==> src/design/ras_pkg.sv <==
package ras_pkg;

    // Stack geometry.
    localparam int RAS_SIZE = 16;
    localparam int RAS_WIDTH = $clog2(RAS_SIZE);

    // Fetch addressing.
    localparam int VADDR_W = 32;
    localparam int OFFSET_W = 4;      // Slot offset in half words.
    localparam int INST_OFFSET = 1;   // Half word to byte shift.

    // Bit 1 writes an entry, bit 0 pops one.
    typedef enum logic [1:0] {
        NONE     = 2'd0,
        POP      = 2'd1,
        PUSH     = 2'd2,
        POP_PUSH = 2'd3
    } ras_op_e;

    typedef logic [RAS_WIDTH-1:0] ptr_t;   // Stack index.

    typedef logic [VADDR_W-1:0] vaddr_t;   // Virtual address.

endpackage

==> src/design/ras_ptr_ctrl.sv <==
`timescale 1ns/1ps

module ras_ptr_ctrl (
    input  logic             clk,
    input  logic             rst,
    input  logic             request,
    input  ras_pkg::ras_op_e op,
    input  logic             squash,
    input  ras_pkg::ras_op_e squash_op,
    input  ras_pkg::ptr_t    ckpt_top_in,
    input  ras_pkg::ptr_t    ckpt_bottom_in,
    input  logic             ckpt_tdir_in,
    input  logic             ckpt_bdir_in,
    output ras_pkg::ptr_t    top,
    output ras_pkg::ptr_t    bottom,
    output logic             tdir,
    output logic             bdir,
    output logic             empty,
    output logic             full,
    output logic             ckpt_empty,
    output logic             ckpt_full
);
    import ras_pkg::*;

    logic    act;
    ras_op_e sel_op;
    ptr_t    src_top;
    ptr_t    src_bottom;
    logic    src_tdir;
    logic    src_bdir;
    logic    src_empty;
    logic    src_full;
    ptr_t    top_inc;
    ptr_t    top_dec;
    ptr_t    bottom_inc;
    logic    top_at_last;
    logic    top_at_first;
    logic    bottom_at_last;
    logic    do_push;
    logic    do_pop;

    // Live state flags.
    assign empty = (top == bottom) & (tdir == bdir);
    assign full  = (top == bottom) & (tdir != bdir);

    // Flags of the restored checkpoint.
    assign ckpt_empty = (ckpt_top_in == ckpt_bottom_in) & (ckpt_tdir_in == ckpt_bdir_in);
    assign ckpt_full  = (ckpt_top_in == ckpt_bottom_in) & (ckpt_tdir_in != ckpt_bdir_in);

    // Squash wins over a request in the same cycle.
    assign act    = squash | request;
    assign sel_op = squash ? squash_op : op;

    // A squash replays its op on top of the checkpoint instead of the live state.
    assign src_top    = squash ? ckpt_top_in : top;
    assign src_bottom = squash ? ckpt_bottom_in : bottom;
    assign src_tdir   = squash ? ckpt_tdir_in : tdir;
    assign src_bdir   = squash ? ckpt_bdir_in : bdir;
    assign src_empty  = squash ? ckpt_empty : empty;
    assign src_full   = squash ? ckpt_full : full;

    assign top_inc    = src_top + 1'b1;
    assign top_dec    = src_top - 1'b1;
    assign bottom_inc = src_bottom + 1'b1;

    assign top_at_last    = &src_top;
    assign top_at_first   = ~|src_top;
    assign bottom_at_last = &src_bottom;

    // POP_PUSH on an empty stack has nothing to replace, so it pushes.
    assign do_push = (sel_op == PUSH) | ((sel_op == POP_PUSH) & src_empty);
    assign do_pop  = (sel_op == POP) & ~src_empty;

    always_ff @(posedge clk or posedge rst) begin
        if (rst) begin
            top    <= '0;
            bottom <= '0;
            tdir   <= 1'b0;
            bdir   <= 1'b0;
        end else if (act) begin
            top    <= src_top;   // Restore, or hold for a plain request.
            bottom <= src_bottom;
            tdir   <= src_tdir;
            bdir   <= src_bdir;
            if (do_push) begin
                top  <= top_inc;
                tdir <= src_tdir ^ top_at_last;
                // Overflow drops the oldest entry.
                if (src_full) begin
                    bottom <= bottom_inc;
                    bdir   <= src_bdir ^ bottom_at_last;
                end
            end else if (do_pop) begin
                top  <= top_dec;
                tdir <= src_tdir ^ top_at_first;
            end
        end
    end

endmodule

==> src/design/ras_stack_mem.sv <==
`timescale 1ns/1ps

module ras_stack_mem (
    input  logic            clk,
    input  logic            we,
    input  ras_pkg::ptr_t   waddr,
    input  ras_pkg::vaddr_t wdata,
    input  ras_pkg::ptr_t   raddr,
    output ras_pkg::vaddr_t rdata
);
    import ras_pkg::*;

    vaddr_t entries [RAS_SIZE];

    always_ff @(posedge clk) begin
        if (we) begin
            entries[waddr] <= wdata;
        end
    end

    // Zero latency read.
    assign rdata = entries[raddr];

endmodule

==> src/design/ras_top.sv <==
`timescale 1ns/1ps

module ras_top (
    input  logic                         clk,
    input  logic                         rst,
    input  logic                         request,
    input  ras_pkg::ras_op_e             op,
    input  ras_pkg::vaddr_t              target,
    input  logic                         squash,
    input  ras_pkg::ras_op_e             squash_op,
    input  ras_pkg::vaddr_t              squash_start_addr,
    input  logic [ras_pkg::OFFSET_W-1:0] squash_offset,
    input  logic                         squash_rvc,
    input  ras_pkg::ptr_t                ckpt_top_in,
    input  ras_pkg::ptr_t                ckpt_bottom_in,
    input  logic                         ckpt_tdir_in,
    input  logic                         ckpt_bdir_in,
    output ras_pkg::vaddr_t              ret_addr,
    output logic                         valid,
    output ras_pkg::ptr_t                ckpt_top,
    output ras_pkg::ptr_t                ckpt_bottom,
    output logic                         ckpt_tdir,
    output logic                         ckpt_bdir
);
    import ras_pkg::*;

    ptr_t   top;
    ptr_t   bottom;
    logic   tdir;
    logic   bdir;
    logic   empty;
    logic   ckpt_empty;
    logic   we;
    ptr_t   waddr;
    vaddr_t wdata;
    ptr_t   raddr;
    vaddr_t rdata;

    ras_ptr_ctrl ras_ptr_ctrl_inst (
        .clk            (clk),
        .rst            (rst),
        .request        (request),
        .op             (op),
        .squash         (squash),
        .squash_op      (squash_op),
        .ckpt_top_in    (ckpt_top_in),
        .ckpt_bottom_in (ckpt_bottom_in),
        .ckpt_tdir_in   (ckpt_tdir_in),
        .ckpt_bdir_in   (ckpt_bdir_in),
        .top            (top),
        .bottom         (bottom),
        .tdir           (tdir),
        .bdir           (bdir),
        .empty          (empty),
        .full           (),            // Only needed inside the pointer logic.
        .ckpt_empty     (ckpt_empty),
        .ckpt_full      ()
    );

    ras_write_path ras_write_path_inst (
        .request           (request),
        .op                (op),
        .squash            (squash),
        .squash_op         (squash_op),
        .target            (target),
        .squash_start_addr (squash_start_addr),
        .squash_offset     (squash_offset),
        .squash_rvc        (squash_rvc),
        .top               (top),
        .ckpt_top_in       (ckpt_top_in),
        .empty             (empty),
        .ckpt_empty        (ckpt_empty),
        .we                (we),
        .waddr             (waddr),
        .wdata             (wdata)
    );

    // Newest entry sits one below the top.
    assign raddr = top - 1'b1;

    ras_stack_mem ras_stack_mem_inst (
        .clk   (clk),
        .we    (we),
        .waddr (waddr),
        .wdata (wdata),
        .raddr (raddr),
        .rdata (rdata)
    );

    assign ret_addr = rdata;
    assign valid    = ~empty;

    // Checkpoint for a later squash.
    assign ckpt_top    = top;
    assign ckpt_bottom = bottom;
    assign ckpt_tdir   = tdir;
    assign ckpt_bdir   = bdir;

endmodule

==> src/design/ras_write_path.sv <==
`timescale 1ns/1ps

module ras_write_path (
    input  logic                         request,
    input  ras_pkg::ras_op_e             op,
    input  logic                         squash,
    input  ras_pkg::ras_op_e             squash_op,
    input  ras_pkg::vaddr_t              target,
    input  ras_pkg::vaddr_t              squash_start_addr,
    input  logic [ras_pkg::OFFSET_W-1:0] squash_offset,
    input  logic                         squash_rvc,
    input  ras_pkg::ptr_t                top,
    input  ras_pkg::ptr_t                ckpt_top_in,
    input  logic                         empty,
    input  logic                         ckpt_empty,
    output logic                         we,
    output ras_pkg::ptr_t                waddr,
    output ras_pkg::vaddr_t              wdata
);
    import ras_pkg::*;

    ras_op_e wr_op;
    ptr_t    base_top;
    logic    base_empty;
    logic    replace;
    vaddr_t  slot_bytes;
    vaddr_t  inst_len;
    vaddr_t  squash_target;

    assign wr_op = squash ? squash_op : op;
    assign we    = (squash | request) & wr_op[1];

    assign base_top   = squash ? ckpt_top_in : top;
    assign base_empty = squash ? ckpt_empty : empty;

    // POP_PUSH rewrites the entry under the top, unless there is none.
    assign replace = (wr_op == POP_PUSH) & ~base_empty;
    assign waddr   = replace ? base_top - 1'b1 : base_top;

    // Return address of the call being replayed.
    assign slot_bytes    = vaddr_t'({squash_offset, {INST_OFFSET{1'b0}}});
    assign inst_len      = squash_rvc ? vaddr_t'(2) : vaddr_t'(4);
    assign squash_target = squash_start_addr + slot_bytes + inst_len;

    assign wdata = squash ? squash_target : target;

endmodule

==> config.mk <==
export PLATFORM = sky130hd
export DESIGN_NAME = ras_top
export DESIGN_NICKNAME = d
export VERILOG_FILES = /design/src/design/ras_pkg.sv /design/src/design/ras_ptr_ctrl.sv /design/src/design/ras_stack_mem.sv /design/src/design/ras_top.sv /design/src/design/ras_write_path.sv
export SDC_FILE = /design/constraint.sdc
export NUM_CORES = 1
export LEC_CHECK = 0
export BUFFER_PORTS_ARGS = -buffer_cell sky130_fd_sc_hd__buf_4
export CAP_MARGIN = 20
export CELL_PAD_IN_SITES_DETAIL_PLACEMENT = 1
export CELL_PAD_IN_SITES_GLOBAL_PLACEMENT = 1
export CORE_MARGIN = 2
export CORE_UTILIZATION = 53
export DETAILED_ROUTE_END_ITERATION = 10
export PLACE_DENSITY = 0.91
export SLEW_MARGIN = 20
export SYNTH_ARGS = -nofsm -noshare
export SYNTH_HDL_FRONTEND = slang
export SYNTH_SLANG_ARGS = --single-unit
==> constraint.sdc <==
create_clock -name clk -period 7.7 [get_ports clk]
set_clock_uncertainty 0.15 [all_clocks]
set_input_delay 2.31 -clock clk [delete_from_list [all_inputs] [get_ports clk]]
set_output_delay 2.31 -clock clk [all_outputs]
set_load 0.05 [all_outputs]
==> impl_results.md <==
* Status: completed
* Syn Inst Count at 1049
* Ant. Diodes at 0
* # DRC at 0
* Drt first pass iters at 7
* GPL Wtd Cong at between 0.7 and 0.8
* Final core occ at between 60% and 70%
* Synth warn at 0
* Post-synth top area share at between 70% and 80%
* FFs w/ async S/R, synth at between 1.5 and 2%
* Die area at 0.04254 mm2
* RSZ-0062 raised after global routing: false
* Seq/Total Area, Yosys at just over 70%
* Routed wire length at about 57 mm
* Vias post-DR at around 12000
* Distinct cells, synth at 50
* Leak at about 8 nW
* Netlist Area Pre-Place at about 0.022 mm2
* Filler cell count in the final layout at 3385
* Total CTS buffers at about 50
* Crit path time final at about 6.7 ns
* Syn nets at 1149
* Hold_buf cts at 0
* CP Capture Type: output port
* Post-Syn Area per Cell at between 20 and 25 um2
* R2R cell count at 6
* Total Power at ~9.5 mW
* Number of synthesized register bits at 522
* WL/cell at roughly 32 um
* DR vias/cell at 6.539
* Clock sink total at ~520
* Storage element area at 0.01563 mm2
* Initial DRC Count at approximately 1400
* Htree depth at 2
* Period utilization at between 80% and 90%
* Area contributors post-synth: edfxtp_1 (71%), mux4_2 (17%), xnor2_1 (1.4%), dfrtp_1 (1.2%), xor2_1 (0.89%)
* Worst-path clk slew at approximately 0.060 ns
* Final setup viols at 0
* Core Region at slightly above 0.04 mm2
* Root Buffer: clkbuf_16
* CTS Buffer Depth at 3
* Initial Util at 53.34%
* Number of global-route vias before repair at around 13000
* Count of pins over their slew limit at 0
* Synth-to-Final Area Change at 15.91%
* Multi-input combinational cell area at a little under 0.006 mm2
* Nets at 1311
* Share of layout cells above drive strength 1 at ~36%
* Die X at 206.3 um
* # rows at between 70 and 80
* CTS resizes at 0
* Worst setup SP type: flop
* Final setup TNS at 0 ns
* Pin slew with the least headroom to its limit at 1.138 ns
* MaxCap Viol Count at 0
* IO Pins at 130
* First-pass GRT wire length at around 83 mm
* Setup bufs post-CTS at 0
* Top_reg_cell synth: edfxtp_1
* PortBufs at 129
* Peak supply drop at 0.0002519 V
* Overall routing resource usage at 27.71%
* Max-slew headroom at 23.85%
* Die H at ~210 um
* PwrDens at 377.6 mW/mm2
* Initial antenna violation count at 0
* Hold Path Depth at 2
* Fmax at between 100 and 150 MHz
* Grt ovf at 0
* CP Class: flop to output port
* HP Class: flop to flop
* Largest net degree at the start of global routing at around 100
* CTS tree: done
* Worst EP arrival at roughly 4.3 ns
* Leading area contributor after synthesis: edfxtp_1
* EDFF count, synth at about 510
* Clock Latency Late Sink at just under 0.6 ns
* Hold Vio Cnt, Final at 0
* Post-route ant nets at 0
* CP max FO at between 60 and 70
* DPL Wire Length at between 30 and 40 mm
* Worst EP required at 5.24 ns
## cells in the final DEF (no fill, tap or decap), types with 6 or more instances in the layout
cell / Yosys / layout
clkbuf_1: 28 / 7
nor4_2: 0 / 8
buf_4: 0 / 157
mux2_2: 11 / 11
nor2_1: 50 / 50
xor2_1: 22 / 22
dfrtp_1: 10 / 9
xnor2_1: 34 / 32
a21oi_2: 0 / 15
ha_1: 10 / 9
a21oi_1: 34 / 19
inv_1: 19 / 19
clkinv_1: 0 / 14
nor4_1: 15 / 7
nand3_1: 12 / 12
edfxtp_1: 512 / 512
nand2_1: 26 / 26
clkinv_2: 0 / 8
nand4_1: 6 / 6
clkbuf_16: 0 / 51
mux2i_1: 12 / 11
mux4_2: 161 / 161
## synthesized netlist by cell type, types with 10 or more instances
cell type,instances
edfxtp_1,512
mux4_2,161
nor2_1,50
a21oi_1,34
xnor2_1,34
clkbuf_1,28
nand2_1,26
xor2_1,22
inv_1,19
nor4_1,15
buf_2,14
mux2i_1,12
nand3_1,12
mux2_2,11
dfrtp_1,10
ha_1,10
## final timing paths
kind                                             start                               end  slack [ns]
max in group asynchronous                          rst          ras_ptr_ctrl_inst.top[0]        5.49
setup / recovery              ras_ptr_ctrl_inst.top[0]                      ret_addr[27]        0.97
hold reg to reg            ras_ptr_ctrl_inst.bottom[0]       ras_ptr_ctrl_inst.bottom[0]        0.52
setup reg to reg              ras_ptr_ctrl_inst.top[0]  ras_stack_mem_inst.entries[8][8]        3.62
hold / removal             ras_ptr_ctrl_inst.bottom[0]       ras_ptr_ctrl_inst.bottom[0]        0.52
min in group asynchronous                          rst            ras_ptr_ctrl_inst.bdir        1.58
## sequential cells by signal, indices dropped and copies added, names as in the netlist
name	cells
ras_ptr_ctrl_inst.bottom	4
ras_ptr_ctrl_inst.bdir	1
ras_ptr_ctrl_inst.tdir	1
ras_stack_mem_inst.entries	512
ras_ptr_ctrl_inst.top	4
## routing by layer
metal	up-vias	share of wire [%]	track usage [%]
li1	4674	-	-
met1	6095	36	36.38
met2	745	52	46.92
met3	139	8.4	4.588
met4	0	3.4	10.56
met5	-	0	0
## critical path, cell delays in order, from the launching register on
cell     delay (ns)
dfrtp_4        0.84
inv_1          0.19
ha_4           0.91
buf_12         0.43
mux4_2         0.42
mux4_2         0.55
buf_4          0.22
## logic make-up after synthesis
family / share of synthesized area, %
flops: 72.07
mux: 17.98
simple gates: 3.671
buf+inv: 1.350
xor+xnor: 2.412
compound gates: 1.616
fa+ha+maj: 0.9003
## through the flow
step	hold slack, ns	cell area, um2	setup WS, ns	cells
floorplan	0.6657	21690	0.03378	1049
global placement	0.4720	23480	1.308	1689
detailed placement	0.5026	23480	1.063	1689
CTS	0.5196	25050	0.9125	1779
global route	0.5717	25130	0.7861	1782
finish	0.5238	25130	0.9746	1782
## cell type report
class	instances	share of cell area, %
multi-input cells	458	23.73
clock inverters	32	1.051
clock buffers	58	5.183
well taps	532	2.649
inverters	19	0.2838
flip-flops and latches	522	62.19
repair buffers	161	4.909
## power by group
group	total [mW]	switching, mW	internal, mW
clock	2.40	1.05	1.34
combinational	3.69	2.21	1.48
sequential	3.41	0.0941	3.31
total	9.49	3.36	6.13
No activity file was read; power rests on OpenSTA's default activity.
